**config.mk**
```make
export PLATFORM = sky130hd
export DESIGN_NAME = autotest_top
export DESIGN_NICKNAME = d
export VERILOG_FILES = /design/src/rtl/sd_block_pkg.sv /design/src/rtl/autotest_pkg.sv /design/src/rtl/autotest_top.sv /design/src/rtl/result_writer.sv /design/src/rtl/test_runner.sv /design/src/rtl/vector_loader.sv
export SDC_FILE = /design/constraint.sdc
export NUM_CORES = 1
export LEC_CHECK = 0
export ABC_AREA = 1
export BUFFER_PORTS_ARGS = -buffer_cell sky130_fd_sc_hd__buf_4
export CAP_MARGIN = 20
export CORE_MARGIN = 3
export CORE_UTILIZATION = 40
export DETAILED_ROUTE_END_ITERATION = 10
export MAX_ROUTING_LAYER = met4
export SYNTH_ARGS = -nofsm -noshare
export SYNTH_HDL_FRONTEND = slang
export SYNTH_SLANG_ARGS = --single-unit
```
**constraint.sdc**
```tcl
create_clock -name clk -period 5.23 [get_ports clk]
set_clock_uncertainty 0.2 [all_clocks]
set_input_delay 1.046 -clock clk [delete_from_list [all_inputs] [get_ports clk]]
set_output_delay 1.046 -clock clk [all_outputs]
set_load 0.005 [all_outputs]
```
**src/rtl/sd_block_pkg.sv**
```systemverilog
// sd block geometry, data byte type and fill byte
`default_nettype none

package sd_block_pkg;

  // bytes per sd block
  localparam int BLOCK_BYTES = 512;

  localparam int BLOCK_ADDR_W = 32;

  typedef logic [7:0] byte_t;

  // padding written after the used fields
  localparam byte_t FILL_BYTE = 8'hFF;

endpackage

`default_nettype wire

```
**src/rtl/autotest_pkg.sv**
```systemverilog
// test record layout constants and execution time width
`default_nettype none

package autotest_pkg;

  // a block is run as a test only if it carries this id
  localparam logic [31:0] CUT_ID = 32'hAABBCCDD;

  // id field at the start of the record, most significant byte first
  localparam int ID_BYTES = 4;

  // operands, expected value, result and exec time follow, lsb first
  localparam int TIME_BYTES = 8;
  localparam int TIME_W = 8 * TIME_BYTES;

endpackage

`default_nettype wire
```
**src/rtl/autotest_top.sv**
```systemverilog
// self-test sequencer top with loader, runner and writer
`default_nettype none

module autotest_top
  import sd_block_pkg::*, autotest_pkg::*;
#(
  parameter int          IN1_BYTES   = 4,
  parameter int          IN2_BYTES   = 4,
  parameter int          OUT_BYTES   = 4,
  parameter int          EXEC_LIMIT  = 256,
  parameter logic [31:0] FIRST_BLOCK = 32'h0010_0000
) (
  input  wire                       clk,
  input  wire                       rst,
  input  wire                       start_i,
  // sd host
  input  wire                       spi_busy_i,
  input  wire byte_t                spi_data_out_i,
  output logic                      spi_r_block_o,
  output logic                      spi_r_byte_o,
  output logic                      spi_rst_o,
  output logic [BLOCK_ADDR_W-1:0]   spi_block_addr_o,
  output byte_t                     spi_data_in_o,
  output logic                      spi_w_block_o,
  output logic                      spi_w_byte_o,
  // unit under test
  output logic                      uut_rst_o,
  output logic [8*IN1_BYTES-1:0]    operand_1_o,
  output logic [8*IN2_BYTES-1:0]    operand_2_o,
  input  wire                       end_uut_i,
  input  wire                       err_uut_i,
  input  wire  [8*OUT_BYTES-1:0]    result_i,
  // status
  output logic                      busy_o,
  output logic                      done_o,
  output logic [31:0]               error_count_o
);

  logic                   load_start;
  logic                   load_done;
  logic                   write_start;
  logic                   write_done;
  logic [31:0]            id;
  logic [8*OUT_BYTES-1:0] expected;
  logic [8*OUT_BYTES-1:0] result_cap;
  logic [TIME_W-1:0]      exec_cycles;

  vector_loader #(
    .IN1_BYTES (IN1_BYTES),
    .IN2_BYTES (IN2_BYTES),
    .OUT_BYTES (OUT_BYTES)
  ) u_loader (
    .clk            (clk),
    .rst            (rst),
    .load_start_i   (load_start),
    .spi_busy_i     (spi_busy_i),
    .spi_data_out_i (spi_data_out_i),
    .spi_r_block_o  (spi_r_block_o),
    .spi_r_byte_o   (spi_r_byte_o),
    .load_done_o    (load_done),
    .id_o           (id),
    .operand_1_o    (operand_1_o),
    .operand_2_o    (operand_2_o),
    .expected_o     (expected)
  );

  test_runner #(
    .EXEC_LIMIT  (EXEC_LIMIT),
    .FIRST_BLOCK (FIRST_BLOCK),
    .OUT_BYTES   (OUT_BYTES)
  ) u_runner (
    .clk              (clk),
    .rst              (rst),
    .start_i          (start_i),
    .spi_busy_i       (spi_busy_i),
    .spi_rst_o        (spi_rst_o),
    .spi_block_addr_o (spi_block_addr_o),
    .load_start_o     (load_start),
    .load_done_i      (load_done),
    .id_i             (id),
    .expected_i       (expected),
    .write_start_o    (write_start),
    .write_done_i     (write_done),
    .uut_rst_o        (uut_rst_o),
    .end_uut_i        (end_uut_i),
    .err_uut_i        (err_uut_i),
    .result_i         (result_i),
    .result_o         (result_cap),
    .exec_cycles_o    (exec_cycles),
    .busy_o           (busy_o),
    .done_o           (done_o),
    .error_count_o    (error_count_o)
  );

  result_writer #(
    .IN1_BYTES (IN1_BYTES),
    .IN2_BYTES (IN2_BYTES),
    .OUT_BYTES (OUT_BYTES)
  ) u_writer (
    .clk           (clk),
    .rst           (rst),
    .write_start_i (write_start),
    .spi_busy_i    (spi_busy_i),
    .id_i          (id),
    .operand_1_i   (operand_1_o),
    .operand_2_i   (operand_2_o),
    .expected_i    (expected),
    .result_i      (result_cap),
    .exec_cycles_i (exec_cycles),
    .spi_w_block_o (spi_w_block_o),
    .spi_w_byte_o  (spi_w_byte_o),
    .spi_data_in_o (spi_data_in_o),
    .write_done_o  (write_done)
  );

endmodule

`default_nettype wire

```
**src/rtl/result_writer.sv**
```systemverilog
// streams one result block to the sd host
`default_nettype none

module result_writer
  import sd_block_pkg::*, autotest_pkg::*;
#(
  parameter int IN1_BYTES = 4,
  parameter int IN2_BYTES = 4,
  parameter int OUT_BYTES = 4
) (
  input  wire                       clk,
  input  wire                       rst,
  input  wire                       write_start_i,
  input  wire                       spi_busy_i,
  input  wire  [31:0]               id_i,
  input  wire  [8*IN1_BYTES-1:0]    operand_1_i,
  input  wire  [8*IN2_BYTES-1:0]    operand_2_i,
  input  wire  [8*OUT_BYTES-1:0]    expected_i,
  input  wire  [8*OUT_BYTES-1:0]    result_i,
  input  wire  [TIME_W-1:0]         exec_cycles_i,
  output logic                      spi_w_block_o,
  output logic                      spi_w_byte_o,
  output byte_t                     spi_data_in_o,
  output logic                      write_done_o
);

  localparam int CNT_W = $clog2(BLOCK_BYTES);

  localparam logic [CNT_W-1:0] OFS_IN1  = CNT_W'(ID_BYTES);
  localparam logic [CNT_W-1:0] OFS_IN2  = CNT_W'(ID_BYTES + IN1_BYTES);
  localparam logic [CNT_W-1:0] OFS_EXP  = CNT_W'(ID_BYTES + IN1_BYTES + IN2_BYTES);
  localparam logic [CNT_W-1:0] OFS_RES  = OFS_EXP + CNT_W'(OUT_BYTES);
  localparam logic [CNT_W-1:0] OFS_TIME = OFS_RES + CNT_W'(OUT_BYTES);
  localparam logic [CNT_W-1:0] OFS_END  = OFS_TIME + CNT_W'(TIME_BYTES);
  localparam logic [CNT_W-1:0] LAST_BYTE = CNT_W'(BLOCK_BYTES - 1);

  localparam logic [2:0] ST_IDLE      = 3'd0;
  localparam logic [2:0] ST_OPEN      = 3'd1;
  localparam logic [2:0] ST_OPEN_WAIT = 3'd2;
  localparam logic [2:0] ST_LOAD      = 3'd3;
  localparam logic [2:0] ST_REQ       = 3'd4;
  localparam logic [2:0] ST_WAIT      = 3'd5;
  localparam logic [2:0] ST_DONE      = 3'd6;

  logic [2:0]       state;
  logic [CNT_W-1:0] byte_cnt;
  byte_t            next_byte;

  always_ff @(posedge clk) begin
    if (rst) begin
      state    <= ST_IDLE;
      byte_cnt <= '0;
    end else begin
      case (state)
        ST_IDLE:
          if (write_start_i) begin
            state    <= ST_OPEN;
            byte_cnt <= '0;
          end
        ST_OPEN:
          if (spi_busy_i)
            state <= ST_OPEN_WAIT;
        ST_OPEN_WAIT:
          if (!spi_busy_i)
            state <= ST_LOAD;
        ST_LOAD:
          state <= ST_REQ;
        ST_REQ:
          if (spi_busy_i)
            state <= ST_WAIT;
        ST_WAIT:
          if (!spi_busy_i) begin
            if (byte_cnt == LAST_BYTE) begin
              state <= ST_DONE;
            end else begin
              state    <= ST_LOAD;
              byte_cnt <= byte_cnt + 1'b1;
            end
          end
        ST_DONE:
          state <= ST_IDLE;
        default:
          state <= ST_IDLE;
      endcase
    end
  end

  // source byte for the current offset
  always_comb begin
    next_byte = FILL_BYTE;
    if (byte_cnt < OFS_IN1)
      next_byte = id_i[8*(OFS_IN1 - 1'b1 - byte_cnt) +: 8];
    else if (byte_cnt < OFS_IN2)
      next_byte = operand_1_i[8*(byte_cnt - OFS_IN1) +: 8];
    else if (byte_cnt < OFS_EXP)
      next_byte = operand_2_i[8*(byte_cnt - OFS_IN2) +: 8];
    else if (byte_cnt < OFS_RES)
      next_byte = expected_i[8*(byte_cnt - OFS_EXP) +: 8];
    else if (byte_cnt < OFS_TIME)
      next_byte = result_i[8*(byte_cnt - OFS_RES) +: 8];
    else if (byte_cnt < OFS_END)
      next_byte = exec_cycles_i[8*(byte_cnt - OFS_TIME) +: 8];
  end

  // loaded before the byte request so data holds while w_byte is up
  always_ff @(posedge clk) begin
    if (state == ST_LOAD)
      spi_data_in_o <= next_byte;
  end

  assign spi_w_block_o = (state != ST_IDLE) && (state != ST_DONE);
  assign spi_w_byte_o  = (state == ST_REQ);
  assign write_done_o  = (state == ST_DONE);

endmodule

`default_nettype wire

```
**src/rtl/test_runner.sv**
```systemverilog
// session sequencer with uut run, timeout, compare, block address and error count
`default_nettype none

module test_runner
  import sd_block_pkg::*, autotest_pkg::*;
#(
  parameter int          EXEC_LIMIT  = 256,
  parameter logic [31:0] FIRST_BLOCK = 32'h0010_0000,
  parameter int          OUT_BYTES   = 4
) (
  input  wire                       clk,
  input  wire                       rst,
  input  wire                       start_i,
  input  wire                       spi_busy_i,
  output logic                      spi_rst_o,
  output logic [BLOCK_ADDR_W-1:0]   spi_block_addr_o,
  output logic                      load_start_o,
  input  wire                       load_done_i,
  input  wire  [31:0]               id_i,
  input  wire  [8*OUT_BYTES-1:0]    expected_i,
  output logic                      write_start_o,
  input  wire                       write_done_i,
  output logic                      uut_rst_o,
  input  wire                       end_uut_i,
  input  wire                       err_uut_i,
  input  wire  [8*OUT_BYTES-1:0]    result_i,
  output logic [8*OUT_BYTES-1:0]    result_o,
  output logic [TIME_W-1:0]         exec_cycles_o,
  output logic                      busy_o,
  output logic                      done_o,
  output logic [31:0]               error_count_o
);

  localparam logic [3:0] ST_IDLE     = 4'd0;
  localparam logic [3:0] ST_SD_RST   = 4'd1;
  localparam logic [3:0] ST_SD_WAIT  = 4'd2;
  localparam logic [3:0] ST_LOAD     = 4'd3;
  localparam logic [3:0] ST_ID_CHECK = 4'd4;
  localparam logic [3:0] ST_RUN      = 4'd5;
  localparam logic [3:0] ST_COMPARE  = 4'd6;
  localparam logic [3:0] ST_WRITE    = 4'd7;
  localparam logic [3:0] ST_NEXT     = 4'd8;

  logic [3:0]              state;
  logic [BLOCK_ADDR_W-1:0] block_addr;
  logic [TIME_W-1:0]       exec_cnt;
  logic [31:0]             err_cnt;
  logic                    busy_q;
  logic                    done_q;
  logic [8*OUT_BYTES-1:0]  result_q;
  logic                    uut_err_q;
  logic                    uut_stop;
  logic                    run_end;

  assign uut_stop = end_uut_i || err_uut_i;
  // timeout hits on the cycle the count reaches EXEC_LIMIT + 1
  assign run_end  = (state == ST_RUN) && (uut_stop || exec_cnt >= TIME_W'(EXEC_LIMIT));

  always_ff @(posedge clk) begin
    if (rst) begin
      state      <= ST_IDLE;
      block_addr <= '0;
      exec_cnt   <= '0;
      err_cnt    <= '0;
      busy_q     <= 1'b0;
      done_q     <= 1'b0;
    end else begin
      done_q <= 1'b0;
      case (state)
        ST_IDLE:
          if (start_i) begin
            state      <= ST_SD_RST;
            block_addr <= BLOCK_ADDR_W'(FIRST_BLOCK);
            err_cnt    <= '0;
            busy_q     <= 1'b1;
          end
        ST_SD_RST:
          if (spi_busy_i)
            state <= ST_SD_WAIT;
        ST_SD_WAIT:
          if (!spi_busy_i)
            state <= ST_LOAD;
        ST_LOAD: begin
          exec_cnt <= '0;
          state    <= ST_ID_CHECK;
        end
        ST_ID_CHECK:
          if (load_done_i) begin
            if (id_i == CUT_ID) begin
              state <= ST_RUN;
            end else begin
              // foreign block ends the session
              state  <= ST_IDLE;
              busy_q <= 1'b0;
              done_q <= 1'b1;
            end
          end
        ST_RUN: begin
          if (!uut_stop)
            exec_cnt <= exec_cnt + 1'b1;
          if (run_end)
            state <= ST_COMPARE;
        end
        ST_COMPARE: begin
          if (result_q != expected_i || uut_err_q)
            err_cnt <= err_cnt + 1'b1;
          state <= ST_WRITE;
        end
        ST_WRITE:
          if (write_done_i)
            state <= ST_NEXT;
        ST_NEXT: begin
          block_addr <= block_addr + 1'b1;
          state      <= ST_LOAD;
        end
        default:
          state <= ST_IDLE;
      endcase
    end
  end

  // result and error flag as seen when the run stops
  always_ff @(posedge clk) begin
    if (run_end) begin
      result_q  <= result_i;
      uut_err_q <= err_uut_i;
    end
  end

  assign spi_rst_o        = (state == ST_SD_RST);
  assign spi_block_addr_o = block_addr;
  assign load_start_o     = (state == ST_LOAD);
  assign write_start_o    = (state == ST_COMPARE);
  assign uut_rst_o        = (state != ST_RUN);
  assign result_o         = result_q;
  assign exec_cycles_o    = exec_cnt;
  assign busy_o           = busy_q;
  assign done_o           = done_q;
  assign error_count_o    = err_cnt;

endmodule

`default_nettype wire

```
**src/rtl/vector_loader.sv**
```systemverilog
// sd block reader capturing test id, operands and expected result
`default_nettype none

module vector_loader
  import sd_block_pkg::*, autotest_pkg::*;
#(
  parameter int IN1_BYTES = 4,
  parameter int IN2_BYTES = 4,
  parameter int OUT_BYTES = 4
) (
  input  wire                       clk,
  input  wire                       rst,
  input  wire                       load_start_i,
  input  wire                       spi_busy_i,
  input  wire byte_t                spi_data_out_i,
  output logic                      spi_r_block_o,
  output logic                      spi_r_byte_o,
  output logic                      load_done_o,
  output logic [31:0]               id_o,
  output logic [8*IN1_BYTES-1:0]    operand_1_o,
  output logic [8*IN2_BYTES-1:0]    operand_2_o,
  output logic [8*OUT_BYTES-1:0]    expected_o
);

  localparam int CNT_W = $clog2(BLOCK_BYTES);

  // field offsets inside the block
  localparam logic [CNT_W-1:0] OFS_IN1 = CNT_W'(ID_BYTES);
  localparam logic [CNT_W-1:0] OFS_IN2 = CNT_W'(ID_BYTES + IN1_BYTES);
  localparam logic [CNT_W-1:0] OFS_EXP = CNT_W'(ID_BYTES + IN1_BYTES + IN2_BYTES);
  localparam logic [CNT_W-1:0] OFS_END = CNT_W'(ID_BYTES + IN1_BYTES + IN2_BYTES + OUT_BYTES);
  localparam logic [CNT_W-1:0] LAST_BYTE = CNT_W'(BLOCK_BYTES - 1);

  localparam logic [2:0] ST_IDLE      = 3'd0;
  localparam logic [2:0] ST_OPEN      = 3'd1;
  localparam logic [2:0] ST_OPEN_WAIT = 3'd2;
  localparam logic [2:0] ST_REQ       = 3'd3;
  localparam logic [2:0] ST_WAIT      = 3'd4;
  localparam logic [2:0] ST_FINISH    = 3'd5;

  logic [2:0]       state;
  logic [CNT_W-1:0] byte_cnt;
  logic             byte_valid;

  always_ff @(posedge clk) begin
    if (rst) begin
      state    <= ST_IDLE;
      byte_cnt <= '0;
    end else begin
      case (state)
        ST_IDLE:
          if (load_start_i) begin
            state    <= ST_OPEN;
            byte_cnt <= '0;
          end
        ST_OPEN:
          if (spi_busy_i)
            state <= ST_OPEN_WAIT;
        ST_OPEN_WAIT:
          if (!spi_busy_i)
            state <= ST_REQ;
        ST_REQ:
          if (spi_busy_i)
            state <= ST_WAIT;
        ST_WAIT:
          if (!spi_busy_i) begin
            if (byte_cnt == LAST_BYTE) begin
              state <= ST_FINISH;
            end else begin
              state    <= ST_REQ;
              byte_cnt <= byte_cnt + 1'b1;
            end
          end
        ST_FINISH:
          state <= ST_IDLE;
        default:
          state <= ST_IDLE;
      endcase
    end
  end

  // byte is on spi_data_out_i once busy drops
  assign byte_valid = (state == ST_WAIT) && !spi_busy_i;

  always_ff @(posedge clk) begin
    if (load_start_i) begin
      id_o        <= '0;
      operand_1_o <= '0;
      operand_2_o <= '0;
      expected_o  <= '0;
    end else if (byte_valid) begin
      if (byte_cnt < OFS_IN1)
        id_o[8*(OFS_IN1 - 1'b1 - byte_cnt) +: 8] <= spi_data_out_i;
      else if (byte_cnt < OFS_IN2)
        operand_1_o[8*(byte_cnt - OFS_IN1) +: 8] <= spi_data_out_i;
      else if (byte_cnt < OFS_EXP)
        operand_2_o[8*(byte_cnt - OFS_IN2) +: 8] <= spi_data_out_i;
      else if (byte_cnt < OFS_END)
        expected_o[8*(byte_cnt - OFS_EXP) +: 8] <= spi_data_out_i;
    end
  end

  assign spi_r_block_o = (state != ST_IDLE) && (state != ST_FINISH);
  assign spi_r_byte_o  = (state == ST_REQ);
  assign load_done_o   = (state == ST_FINISH);

endmodule

`default_nettype wire

```
== Yosys cells after proc, flatten, opt, wreduce, memory -nomap -nowiden ==
Index checks and enable logic that the tools add are counted.
W data, S select, Z words.
Storage, ports and cells
  bits in registers: 327
  input port bits: 46
  logic and storage cells: 196
Operators by class
  $add $sub $neg: 19
  magnitude comparators: 11
  eq/ne operators: 47
  shifts and indexed selects: 14
  multiplexer cells: 50
  bitwise operators: 5
  reductions and logical operators: 33
Operator list (count)
  $shiftx A32 B33 Y8: 5
  $neg A32 Y34: 4
  $shift A8 B34 Y32 const A: 4
  $shiftx A8 B34 Y32: 4
  $bwmux W32: 4
  $pmux W32 S2: 2
  $pmux W64 S2: 1
  $mux W32: 3
  $add A32 B1 Y32 const B: 2
  $add A64 B1 Y64 const B: 1
  $ge A64 B9 Y1 const B: 1
  $mux W64: 1
  $shiftx A64 B33 Y8: 1
  $mux W9: 6
  $mux W8: 6
  $sub A9 B4 Y10 const B: 4
  $ne A2 B2 Y1 const B: 19
  $lt A9 B4 Y1 const B: 4
  $lt A9 B5 Y1 const B: 4
  $pmux W4 S9: 1
  $pmux W9 S2: 2
  $mux W3: 11
  $eq A32 B32 Y1 const B: 1
  $ne A32 B32 Y1: 1
  other kinds (35): 87

== Logic depth before layout (Yosys ltp) ==
  depth after elaboration: 8
  depth in mapped cells: 26

== Hierarchy ==
A second synthesis with hierarchy kept.
Unflattened totals
  cell total of the unflattened synthesis: 3665
  area, all modules: 22420.3 um2
By module, submodules not included
  test_runner: times used 1, cells an instance 1582, area an instance 10141.0 um2
  vector_loader: times used 1, cells an instance 1292, area an instance 8340.5 um2
  result_writer: times used 1, cells an instance 791, area an instance 3938.8 um2

== Worst setup path before layout ==
No wires, ideal clock.
  path type: flip-flop to flip-flop
  start: register u_loader.byte_cnt[3]
  end: register u_loader.operand_2_o[28]
  setup time: 114 ps
  data arrival time: 3416 ps
  required time: 4916 ps
  slack: 1501 ps
  cell stages (with the launch flop): 20
  buffers on the path: 2
  path through: dfxtp_1 -> clkinv_1 -> ha_1 -> buf_2 -> xor2_1 -> nor2_1 -> inv_1 -> nor3_1 -> nand2_1 -> ha_1 -> inv_1 -> nand4_1 -> or3_1 -> nor4_4 -> nand3_2 -> nor2_8 -> nand3_2 -> buf_6 -> a21oi_1 -> nor2_1
On the way
  word-level cells in the longest chain between the ends: 4
  elaborated cells between the ends (all ways): 11
RTL lines
  start, declared: RTL line vector_loader.sv:42  | logic [CNT_W-1:0] byte_cnt;
  start signal, assigned: RTL line vector_loader.sv:71  | byte_cnt <= byte_cnt + 1'b1;
  $sub A9 B4 Y10: RTL line vector_loader.sv:97  | operand_2_o[8*(byte_cnt - OFS_IN2) +: 8] <= spi_data_out_i;
  $neg A32 Y34: RTL line vector_loader.sv:97
  $shiftx A8 B34 Y32 or $shift A8 B34 Y32 (tied branches): RTL line vector_loader.sv:97
  $bwmux W32: RTL line vector_loader.sv:97
  end signal, assigned by index: RTL line vector_loader.sv:97
  end, declared: RTL line vector_loader.sv:21  | output logic [8*IN2_BYTES-1:0] operand_2_o,
Parallel ways exist; a longest one is shown, timed or not.
A chain may end at the register's enable or synchronous reset.

== Final worst setup path ==
  start: register u_loader.byte_cnt[3]
  end: register u_loader.operand_1_o[16]
On the way
  word-level cells in the longest chain between the ends: 4
  elaborated cells between the ends (all ways): 9
RTL lines
  $sub A9 B3 Y10: RTL line vector_loader.sv:95  | operand_1_o[8*(byte_cnt - OFS_IN1) +: 8] <= spi_data_out_i;
  $neg A32 Y34: RTL line vector_loader.sv:95
  $shiftx A8 B34 Y32 or $shift A8 B34 Y32 (tied branches): RTL line vector_loader.sv:95
  $bwmux W32: RTL line vector_loader.sv:95
  end signal, assigned by index: RTL line vector_loader.sv:95
  end, declared: RTL line vector_loader.sv:20  | output logic [8*IN1_BYTES-1:0] operand_1_o,
Parallel ways exist; a longest one is shown, timed or not.

==> flow_metrics.tcl <==
set metrics [dict create \
    finalWorstPathRequiredPeriod_ns 4.40 \
    synthCells 3294 \
    finalCritPeriodShare_pct 84.0 \
    synth-seq-area-share_pct 33.3 \
    path_clk_slew_ns 0.06 \
    path_buf_inv 2 \
    synthFlopType "dfxtp_1" \
    crit_top_cell "nand2_1" \
    maxCapViolCount 0 \
    crit_chain "clkinv_1, ha_1, nand2_2, nor2_1, inv_1, ha_1, nor4_1, nand2_1, nand2_1, nand3_1, a21oi_1, nand2_1, nor2_4, nand3_2, o21ai_0, nor2_1" \
    avgSynthCellArea_um2 6.35 \
    cp_slowest_cell "nor2_1" \
    final_nets 3520 \
    area_growth_pct 15.4 \
    grt_pass1_wl_um 113000 \
    cts_max_level 2 \
    antennaDiodeCount 0 \
    routedWlPerCell_um 17.4 \
    max-slew-margin-rel_pct 30.4 \
    gp_congestion 0.930 \
    first_pass_iters 6 \
    port_buffers 189 \
    numCtsBuffers 40 \
    antenna_found_initial 0 \
    drtIter0Drc 1854 \
    dp_hpwl_um 53800 \
    cts_tree "built" \
    cts_hold_buf 0 \
    ios 190 \
    cts_repair_resize_count 0 \
    synthArstFlopShare_pct 0 \
    max_stage_delay_ns 0.58 \
    drc_errors 0 \
    setup_viol 0 \
    synth_edf_count 41 \
    grt_pass1_vias 19700 \
    crit_family "simple AND/OR/NAND/NOR gates" \
    fmax_ghz 0.228 \
    gr-total-overflow 0 \
    rsz0062_at_grt "false" \
    cts_num_sinks 327 \
    cellLeakagePower_nw 10.4 \
    vdd_ir_drop_max_mv 0.261 \
    status "finished, final reports clean" \
    p_per_area_nw_per_um2 378 \
    slew_viol_final 0 \
    worst_pin_slew_ns 1.04 \
    ys_ff_latch 327 \
    totalPowerFinal_mw 9.13 \
    cts_setup_buffers 0 \
    clock_latency_ns 0.56 \
    vias 21700 \
    timing.hold.ws_ns 0.267 \
    ant_nets 0 \
    grt_max_degree 97 \
    dieHeight_um 235 \
    arrival_ns 4.63 \
    synth_area_um2 20900 \
    clockBufferDepth 3 \
    hold_viol 0 \
    routed_wl_um 72200 \
    grt_usage_pct 25.9 \
    die_w_um 235 \
    crit_required_ns 5.47 \
    avgViaCountPerCell 5.25 \
    yosysWarnings 0 \
    path_max_fanout 16 \
    tns_ns 0 \
    crit_type "reg2reg" \
    cts-root-buf "clkbuf_16" \
    synth_nets 3384 \
    regToRegSetupSlack_ns 0.83 \
    hold_path.class "reg2reg" \
    dieArea_um2 55100 \
    layout-drive-gt1-share_pct 10.5 \
    cp-start-kind "register" \
    crit_path_end_kind "register" \
    core_um2 51500 \
    rows 83 \
    synth.distinct_cells 62 \
    initial_core_util_pct 40.6 \
    fillers 5564 \
]
[layout by cell type, fill, tap and decap left out, types with 34 or more instances in the layout]
cell type / instances
inv_1: 453
nor2_1: 498
buf_4: 210
clkbuf_16: 40
nand2_1: 716
nor3_1: 109
nand3_1: 159
o21ai_0: 203
ha_1: 44
xor2_1: 41
a211oi_1: 34
edfxtp_1: 41
a21oi_1: 267
nor4_1: 45
dfxtp_1: 284
nand4_1: 81
[sequential cells by signal, indices dropped and copies added (netlist names), 4 cells and up]
name / flops
u_runner.state: 4
u_loader.operand_1_o: 32
u_runner.result_o: 32
u_loader.operand_2_o: 32
u_runner.spi_block_addr_o: 32
u_runner.error_count_o: 32
u_writer.byte_cnt: 9
u_loader.expected_o: 32
u_runner.exec_cycles_o: 64
u_writer.spi_data_in_o: 8
u_loader.byte_cnt: 9
u_loader.id_o: 32
[metrics by stage]
| stage | instances | cell area (um2) | setup slack [ns] | util, % |
|---|---|---|---|---|
| 2_1_floorplan | 3294 | 20900 | 1.50 | - |
| 5_1_grt | 4140 | 24100 | 0.335 | 46.9 |
| 6_report | 4140 | 24100 | 0.835 | 46.9 |
| 4_1_cts | 4140 | 24100 | 0.837 | 46.9 |
| 3_3_place_gp | 4068 | 22800 | 0.872 | 44.3 |
| 3_5_place_dp | 4068 | 22800 | 0.860 | 44.3 |
[path summary, 6_finish.rpt]
path,endpoint,cells past startpoint,start
max reg2reg,u_loader.operand_1_o[16],16,u_loader.byte_cnt[3]
min,u_loader.id_o[9],2,u_loader.id_o[9]
min reg2reg,u_loader.id_o[9],2,u_loader.id_o[9]
max,u_loader.operand_1_o[16],16,u_loader.byte_cnt[3]
[final cells by class]
class	count	area (um2)	area share [%]
Multi-Input combinational cell	2380	11700	48.4
Sequential cell	327	6960	28.8
Inverter	471	1770	7.34
Timing Repair Buffer	210	1580	6.53
Clock buffer	51	1100	4.55
Tap cell	680	851	3.53
Clock inverter	21	195	0.809
[worst min-delay path, delay by kind of cell, from the launching register on]
family           cells  cell delay (ns)
AO/OA/AOI/OAI        1             0.05
AND/OR/NAND/NOR      1             0.06
flip-flops           1             0.31
[power breakdown]
group | internal, mW | switching [mW] | total (mW)
Combinational | 0.946 | 2.57 | 3.52
Sequential | 2.69 | 0.154 | 2.85
Clock | 1.59 | 1.17 | 2.77
[synth_stat cells, types with 14 or more instances]
master	count	share of area [%]
nand2_1	716	13
nor2_1	500	9.0
inv_1	454	8.1
dfxtp_1	286	27
a21oi_1	267	6.4
o21ai_0	203	4.9
nand3_1	160	3.8
nor3_1	109	2.6
nand4_1	81	2.4
clkbuf_1	80	1.4
nor4_1	45	1.3
ha_1	44	2.6
edfxtp_1	41	5.9
xor2_1	41	1.7
a211oi_1	34	1.2
o21ai_1	18	0.43
xnor2_1	18	0.75
nand2_2	14	0.42
[cell families (layout without fill, tap and decap cells)]
group	after synthesis	count (layout)	share of synthesized area, %
XOR/XNOR	62	62	2.70
AO/OA/AOI/OAI	581	581	15.0
flip-flops	327	327	33.3
buffers and inverters	587	753	11.0
adder cells (fa/ha/maj)	44	44	2.63
AND/OR/NAND/NOR	1693	1693	35.4
[metal layers]
layer / vias up / routed length [um] / GRT usage, %
li1: 11000 / - / -
met1: 9893 / 33200 / 35.7
met2: 680 / 32000 / 39.5
met3: 125 / 4810 / 3.81
met4: 0 / 2110 / 7.77
met5: - / 0 / -
Power figures use the tool's default switching activity.
